`src/bp_pkg.sv`:
```
package bp_pkg;

    typedef logic [31:0] pc_t; // instruction address.

    // 2-bit saturating direction counter, the upper bit is the prediction.
    typedef logic [1:0] ctr_t;

    localparam ctr_t ctr_init = 2'd1; // weakly not taken.
    localparam ctr_t ctr_max  = 2'd3;
    localparam ctr_t ctr_min  = 2'd0;

    typedef enum logic [1:0] {
        strong_local,
        weak_local,
        weak_global,
        strong_global
    } sel_t;

    typedef struct packed {
        pc_t pc;
    } lookup_t;

    typedef struct packed {
        logic valid;
        pc_t  pc;
        logic taken; // resolved direction.
    } update_t;

    typedef struct packed {
        logic taken;   // prediction for the lookup pc.
        logic mispred; // only meaningful with update valid.
    } pred_t;

    // moves a counter one step toward the resolved direction.
    function automatic ctr_t ctr_next(ctr_t ctr, logic taken);
        ctr_t next;
        next = ctr;
        if (taken && ctr != ctr_max) begin
            next = ctr + 2'd1;
        end else if (!taken && ctr != ctr_min) begin
            next = ctr - 2'd1;
        end
        return next;
    endfunction

endpackage : bp_pkg

```
`src/global_predictor.sv`:
```
`timescale 1ns/10ps

module global_predictor #(
    parameter int pc_offset = 2,
    parameter int ghr_bits  = 6
) (
    input  logic            clk,
    input  logic            rst,
    input  bp_pkg::lookup_t lookup,
    input  bp_pkg::update_t update,
    output logic            taken,
    output logic            mispred
);

    localparam int rows = 2 ** ghr_bits;

    typedef logic [ghr_bits-1:0] gidx_t;

    gidx_t        ghr;
    gidx_t        lookup_pc_bits;
    gidx_t        update_pc_bits;
    gidx_t        lookup_idx;
    gidx_t        update_idx;
    bp_pkg::ctr_t ctr_table [rows];
    bp_pkg::ctr_t lookup_ctr;
    bp_pkg::ctr_t update_ctr;

    assign lookup_pc_bits = lookup.pc[pc_offset +: ghr_bits];
    assign update_pc_bits = update.pc[pc_offset +: ghr_bits];

    // both ports hash with the history as it stands in this cycle.
    assign lookup_idx = lookup_pc_bits ^ ghr;
    assign update_idx = update_pc_bits ^ ghr;

    assign lookup_ctr = ctr_table[lookup_idx];
    assign update_ctr = ctr_table[update_idx];

    assign taken   = lookup_ctr[1];
    assign mispred = update_ctr[1] != update.taken;

    always_ff @(posedge clk) begin
        if (rst) begin
            ghr <= '0;
        end else if (update.valid) begin
            ghr <= {ghr[ghr_bits-2:0], update.taken}; // newest outcome in bit 0.
        end
    end

    always_ff @(posedge clk) begin
        if (rst) begin
            for (int i = 0; i < rows; i++) begin
                ctr_table[i] <= bp_pkg::ctr_init;
            end
        end else if (update.valid) begin
            ctr_table[update_idx] <= bp_pkg::ctr_next(update_ctr, update.taken);
        end
    end

endmodule : global_predictor

```
`src/local_predictor.sv`:
```
`timescale 1ns/10ps

module local_predictor #(
    parameter int pc_offset  = 2,
    parameter int lrow_bits  = 5,
    parameter int lhist_bits = 4
) (
    input  logic            clk,
    input  logic            rst,
    input  bp_pkg::lookup_t lookup,
    input  bp_pkg::update_t update,
    output logic            taken,
    output logic            mispred
);

    localparam int hist_rows = 2 ** lrow_bits;
    localparam int ctr_rows  = 2 ** lhist_bits;

    typedef logic [lrow_bits-1:0]  lrow_t;
    typedef logic [lhist_bits-1:0] lhist_t;

    lhist_t       hist_table [hist_rows];
    bp_pkg::ctr_t ctr_table [ctr_rows];

    lrow_t        lookup_row;
    lrow_t        update_row;
    lhist_t       lookup_hist;
    lhist_t       update_hist;
    lhist_t       update_hist_next;
    bp_pkg::ctr_t lookup_ctr;
    bp_pkg::ctr_t update_ctr;
    bp_pkg::ctr_t update_ctr_next;

    assign lookup_row = lookup.pc[pc_offset +: lrow_bits];
    assign update_row = update.pc[pc_offset +: lrow_bits];

    // first level, the branch's own recent outcomes.
    assign lookup_hist = hist_table[lookup_row];
    assign update_hist = hist_table[update_row];

    // second level, one counter per history pattern.
    assign lookup_ctr = ctr_table[lookup_hist];
    assign update_ctr = ctr_table[update_hist];

    assign taken   = lookup_ctr[1];
    assign mispred = update_ctr[1] != update.taken;

    // the counter trains at the pattern seen before this outcome.
    assign update_ctr_next  = bp_pkg::ctr_next(update_ctr, update.taken);
    assign update_hist_next = {update_hist[lhist_bits-2:0], update.taken};

    always_ff @(posedge clk) begin
        if (rst) begin
            for (int i = 0; i < hist_rows; i++) begin
                hist_table[i] <= '0;
            end
        end else if (update.valid) begin
            hist_table[update_row] <= update_hist_next;
        end
    end

    always_ff @(posedge clk) begin
        if (rst) begin
            for (int i = 0; i < ctr_rows; i++) begin
                ctr_table[i] <= bp_pkg::ctr_init;
            end
        end else if (update.valid) begin
            ctr_table[update_hist] <= update_ctr_next;
        end
    end

endmodule : local_predictor

```
`src/tournament_chooser.sv`:
```
`timescale 1ns/10ps

module tournament_chooser #(
    parameter int pc_offset = 2,
    parameter int sel_bits  = 5
) (
    input  logic            clk,
    input  logic            rst,
    input  bp_pkg::lookup_t lookup,
    input  bp_pkg::update_t update,
    input  logic            g_taken,
    input  logic            l_taken,
    input  logic            g_mispred,
    input  logic            l_mispred,
    output bp_pkg::pred_t   pred
);

    localparam int rows = 2 ** sel_bits;

    typedef logic [sel_bits-1:0] srow_t;

    bp_pkg::sel_t sel_table [rows];
    bp_pkg::sel_t lookup_sel;
    bp_pkg::sel_t update_sel;
    bp_pkg::sel_t update_sel_next;
    srow_t        lookup_row;
    srow_t        update_row;
    logic         same_row;

    assign lookup_row = lookup.pc[pc_offset +: sel_bits];
    assign update_row = update.pc[pc_offset +: sel_bits];
    assign same_row   = update.valid && (lookup_row == update_row);

    assign update_sel = sel_table[update_row];
    assign lookup_sel = same_row ? update_sel_next : sel_table[lookup_row]; // forwarded.

    // only a disagreement in correctness says which predictor is better.
    always_comb begin
        update_sel_next = update_sel;
        if (update.valid && (l_mispred ^ g_mispred)) begin
            unique case (update_sel)
                bp_pkg::strong_local: begin
                    if (l_mispred) update_sel_next = bp_pkg::weak_local;
                end
                bp_pkg::weak_local: begin
                    if (l_mispred) update_sel_next = bp_pkg::weak_global;
                    else update_sel_next = bp_pkg::strong_local;
                end
                bp_pkg::weak_global: begin
                    if (g_mispred) update_sel_next = bp_pkg::weak_local;
                    else update_sel_next = bp_pkg::strong_global;
                end
                bp_pkg::strong_global: begin
                    if (g_mispred) update_sel_next = bp_pkg::weak_global;
                end
            endcase
        end
    end

    always_comb begin
        unique case (lookup_sel)
            bp_pkg::strong_local, bp_pkg::weak_local: pred.taken = l_taken;
            bp_pkg::weak_global, bp_pkg::strong_global: pred.taken = g_taken;
        endcase
    end

    // the report uses the state that chose for this branch before training.
    always_comb begin
        unique case (update_sel)
            bp_pkg::strong_local, bp_pkg::weak_local: pred.mispred = l_mispred;
            bp_pkg::weak_global, bp_pkg::strong_global: pred.mispred = g_mispred;
        endcase
    end

    always_ff @(posedge clk) begin
        if (rst) begin
            for (int i = 0; i < rows; i++) begin
                sel_table[i] <= bp_pkg::weak_local;
            end
        end else if (update.valid) begin
            sel_table[update_row] <= update_sel_next;
        end
    end

endmodule : tournament_chooser

```
`src/branch_predictor.sv`:
```
`timescale 1ns/10ps

module branch_predictor #(
    parameter int pc_offset  = 2,
    parameter int ghr_bits   = 6,
    parameter int lrow_bits  = 5,
    parameter int lhist_bits = 4,
    parameter int sel_bits   = 5
) (
    input  logic            clk,
    input  logic            rst,
    input  bp_pkg::lookup_t lookup,
    input  bp_pkg::update_t update,
    output bp_pkg::pred_t   pred
);

    logic g_taken;
    logic g_mispred;
    logic l_taken;
    logic l_mispred;

    global_predictor #(
        .pc_offset (pc_offset),
        .ghr_bits  (ghr_bits)
    ) i_global_predictor (
        .clk     (clk),
        .rst     (rst),
        .lookup  (lookup),
        .update  (update),
        .taken   (g_taken),
        .mispred (g_mispred)
    );

    local_predictor #(
        .pc_offset  (pc_offset),
        .lrow_bits  (lrow_bits),
        .lhist_bits (lhist_bits)
    ) i_local_predictor (
        .clk     (clk),
        .rst     (rst),
        .lookup  (lookup),
        .update  (update),
        .taken   (l_taken),
        .mispred (l_mispred)
    );

    tournament_chooser #(
        .pc_offset (pc_offset),
        .sel_bits  (sel_bits)
    ) i_tournament_chooser (
        .clk       (clk),
        .rst       (rst),
        .lookup    (lookup),
        .update    (update),
        .g_taken   (g_taken),
        .l_taken   (l_taken),
        .g_mispred (g_mispred),
        .l_mispred (l_mispred),
        .pred      (pred)
    );

endmodule : branch_predictor

```
`config.mk`:
```
export PLATFORM = sky130hd
export DESIGN_NAME = branch_predictor
export DESIGN_NICKNAME = d
export VERILOG_FILES = /design/src/bp_pkg.sv /design/src/global_predictor.sv /design/src/local_predictor.sv /design/src/tournament_chooser.sv /design/src/branch_predictor.sv
export SDC_FILE = /design/constraint.sdc
export NUM_CORES = 1
export LEC_CHECK = 0
export BUFFER_PORTS_ARGS = -buffer_cell sky130_fd_sc_hd__clkbuf_2
export CORE_MARGIN = 4
export CORE_UTILIZATION = 60
export DETAILED_ROUTE_END_ITERATION = 6
export PLACE_DENSITY = 0.77
export SYNTH_ARGS = -nofsm -noshare
export SYNTH_HDL_FRONTEND = slang
export SYNTH_SLANG_ARGS = --single-unit
```
`constraint.sdc`:
```
create_clock -name clk -period 9.1 [get_ports clk]
set_clock_uncertainty 0.15 [all_clocks]
set_input_delay 1.82 -clock clk [delete_from_list [all_inputs] [get_ports clk]]
set_output_delay 1.82 -clock clk [all_outputs]
set_load 0.03 [all_outputs]
```
==> flow_metrics.py <==
metrics = {
    "die": {
        "die_w_microns": 190.3,
        "dieArea_sq_um": 36200,
        "io_pins": 70,
        "die_h_microns": 190.3,
        "num_rows": 66,
        "core-area_sq_um": 32620,
        "start_util": 0.6110,
    },
    "route": {
        "wl_per_cell_microns": 25.52,
        "viasPerCell": 6.878,
        "drtIter0Drc": 1914,
        "routed-via-count": 14217,
        "drc": 0,
        "drt_wl_total_microns": 52750,
        "ant_nets": 0,
        "drtPass1Iterations": 6,
    },
    "final_layout": {
        "layout_common_cells": "edfxtp_1 (352), nor2_1 (205), nand2_1 (165)",
        "antenna_cells": 0,
        "syn_to_final_growth_pct": 8.752,
        "layout_commonest_cell": "edfxtp_1",
        "fill_cells": 2319,
        "drive_gt1_frac": 0.1920,
        "final_nets": 1668,
    },
    "clock_tree": {
        "cts_repair_resize_count": 0,
        "cts_tree": "yes",
        "cts_buffers": 39,
        "cts_sinks": 358,
        "cts_hold_buf": 0,
        "postCtsSetupRepairBufs": 0,
        "clkTransAtPathRegs_ps": 60,
        "clkLatencyLatePin_ps": 550,
        "cts_max_level": 2,
        "clock-root-buffer": "clkbuf_16",
        "clockBufferDepth": 3,
    },
    "synthesis": {
        "synth_edf_count": 352,
        "synthFlopType": "edfxtp_1",
        "yosys_warnings": 0,
        "yosysUniqueCellTypes": 66,
        "synth_area_per_cell_sq_um": 12.20,
        "synth-seq-cells": 358,
        "synth_top_area_share": 0.5304,
        "synth_area_sq_um": 19930,
        "syn_inst": 1633,
        "syn_nets": 1705,
        "synth_top_area_cell": "edfxtp_1",
        "yosys-top-cells-area": "edfxtp_1 (53%), mux4_2 (13%), nor2_1 (3.9%), nand2b_1 (3.8%), nand2_1 (3.1%)",
        "async_reset_ff_frac": 0,
        "seq_area_frac_synth": 0.5364,
    },
    "job": {
        "drv_cap": 0,
    },
    "critical_path": {
        "cp_data_required_time_ps": 7130,
        "path_class": "input port to primary output",
        "worst_ep_arrival_time_ps": 6500,
        "path_max_fanout": 23,
        "slowest_delay_ps": 650,
        "crit_chain": "clkbuf_2, and3b_1, a22oi_1, and3_1, o21a_1, mux2i_1, a22o_1, nor4_4, inv_2, mux2i_1, or3_2, o211ai_1, clkbuf_2",
        "endpoint_kind": "primary output",
        "slowest_stage": "o21a_1",
        "crit_path_start_kind": "input port",
    },
    "power": {
        "irDropWorstVdd_uv": 154.7,
        "total_leakage_power_nw": 7.249,
        "p_per_area_nw_per_um2": 193.4,
        "power_mw": 4.192,
    },
    "global_routing": {
        "first_global_vias": 13977,
        "grt_pass1_wl_microns": 82030,
        "grt_max_degree": 65,
        "grt_overflow_total": 0,
        "grt_antenna_before_repair": 1,
        "gr-usage-all-layers": 0.2943,
    },
    "sta": {
        "finalSetupViolCount": 0,
        "setup_tns_ps": 0,
        "period_needed_ps": 8470,
        "worst_pin_slew_ps": 1262,
        "rsz0062_at_grt": "false",
        "slew_violations": 0,
        "clock.fmax_mhz": 118.1,
        "finalHoldViolCount": 0,
        "slew-limit-headroom": 0.1559,
        "period_share": 0.9307,
    },
    "placed_design": {
        "dp_hpwl_microns": 34810,
        "port_buffers": 17,
        "gp_congestion": 0.9402,
    },
    "status": {
        "status": "finished clean",
    },
    "hold_path": {
        "hold_path.class": "register to register",
    },
}
-- cell usage after synthesis, types with 19 or more instances --
library cell	instances
mux4_2	119
o2111ai_1	33
and3_1	40
o22ai_1	19
nand3_1	90
nand2_1	165
nand2b_1	120
mux2i_1	61
clkbuf_1	83
nor3_1	31
buf_2	32
edfxtp_1	352
a21oi_1	19
nor2_2	31
nor2_1	205
-- metrics by stage --
stage                     std cells  worst slack, ps  area (sq um)  hold slack (ps)    util
final                          2067            630.4         21670            465.3  0.6644
after global routing           2067            505.6         21670            490.4  0.6644
after CTS                      2067            806.9         21670            461.4  0.6644
after detailed placement       1997            845.5         20390            456.2  0.6251
after global placement         1997            883.2         20390            428.4  0.6251
after floorplan                1633             2037         19930            396.6       -
-- routing by layer --
layer,routed length [microns],share of wire,vias up,global-route usage
li1,-,-,6082,-
met1,19240,0.36,6934,0.4102
met2,24490,0.46,995,0.4573
met3,6413,0.12,204,0.06518
met4,2589,0.049,2,0.1204
met5,13,0.00025,-,0
-- kinds of logic after synthesis --
logic type / Yosys count / synth area share
simple gates: 734 / 0.1789
flops: 358 / 0.5364
mux: 190 / 0.1723
buf+inv: 163 / 0.03817
compound gates: 157 / 0.05908
xor+xnor: 27 / 0.01262
fa+ha+maj: 4 / 0.002511
-- flip-flops by register name, summed over array words and instances, names as in the netlist --
signal / flops
i_global_predictor.ghr: 6
i_local_predictor.ctr_table: 32
i_local_predictor.hist_table: 128
i_tournament_chooser.sel_table: 64
i_global_predictor.ctr_table: 128
-- final timing paths --
kind                                                from                                                 to  slack [ps]  cells after the start
setup reg to reg  i_global_predictor.ghr[0]$_SDFFE_PP0P_  i_global_predictor.ctr_table[41][0]$_SDFFCE_PN1P_        3350                     14
hold / removal    i_global_predictor.ghr[3]$_SDFFE_PP0P_             i_global_predictor.ghr[3]$_SDFFE_PP0P_         470                      2
setup / recovery                               update[5]                                            pred[1]         630                     13
hold reg to reg   i_global_predictor.ghr[3]$_SDFFE_PP0P_             i_global_predictor.ghr[3]$_SDFFE_PP0P_         470                      2
-- power breakdown --
part	switching, mW	internal, mW
Clock	0.651	0.964
Sequential	0.0282	1.86
Combinational	0.466	0.227
Total	1.15	3.05
-- worst max-delay path: cells and delay by family --
family                 cells  cell delay [ps]
AOI/OAI and AO/OA          4             1690
buffers and inverters      3              920
muxes                      2              360
and+or+nand+nor            4             1670
-- final cells by class --
| cell class | instances | area, sq um | area share |
|---|---|---|---|
| flip-flops and latches | 358 | 10690 | 0.4932 |
| multi-input cells | 1112 | 8581 | 0.3959 |
| clock buffers | 49 | 1056 | 0.04872 |
| well taps | 442 | 553.0 | 0.02552 |
| repair buffers | 75 | 528.0 | 0.02436 |
| clock inverters | 21 | 227.7 | 0.01051 |
| inverters | 10 | 37.54 | 0.001732 |
(Power assumes the default switching activity.)
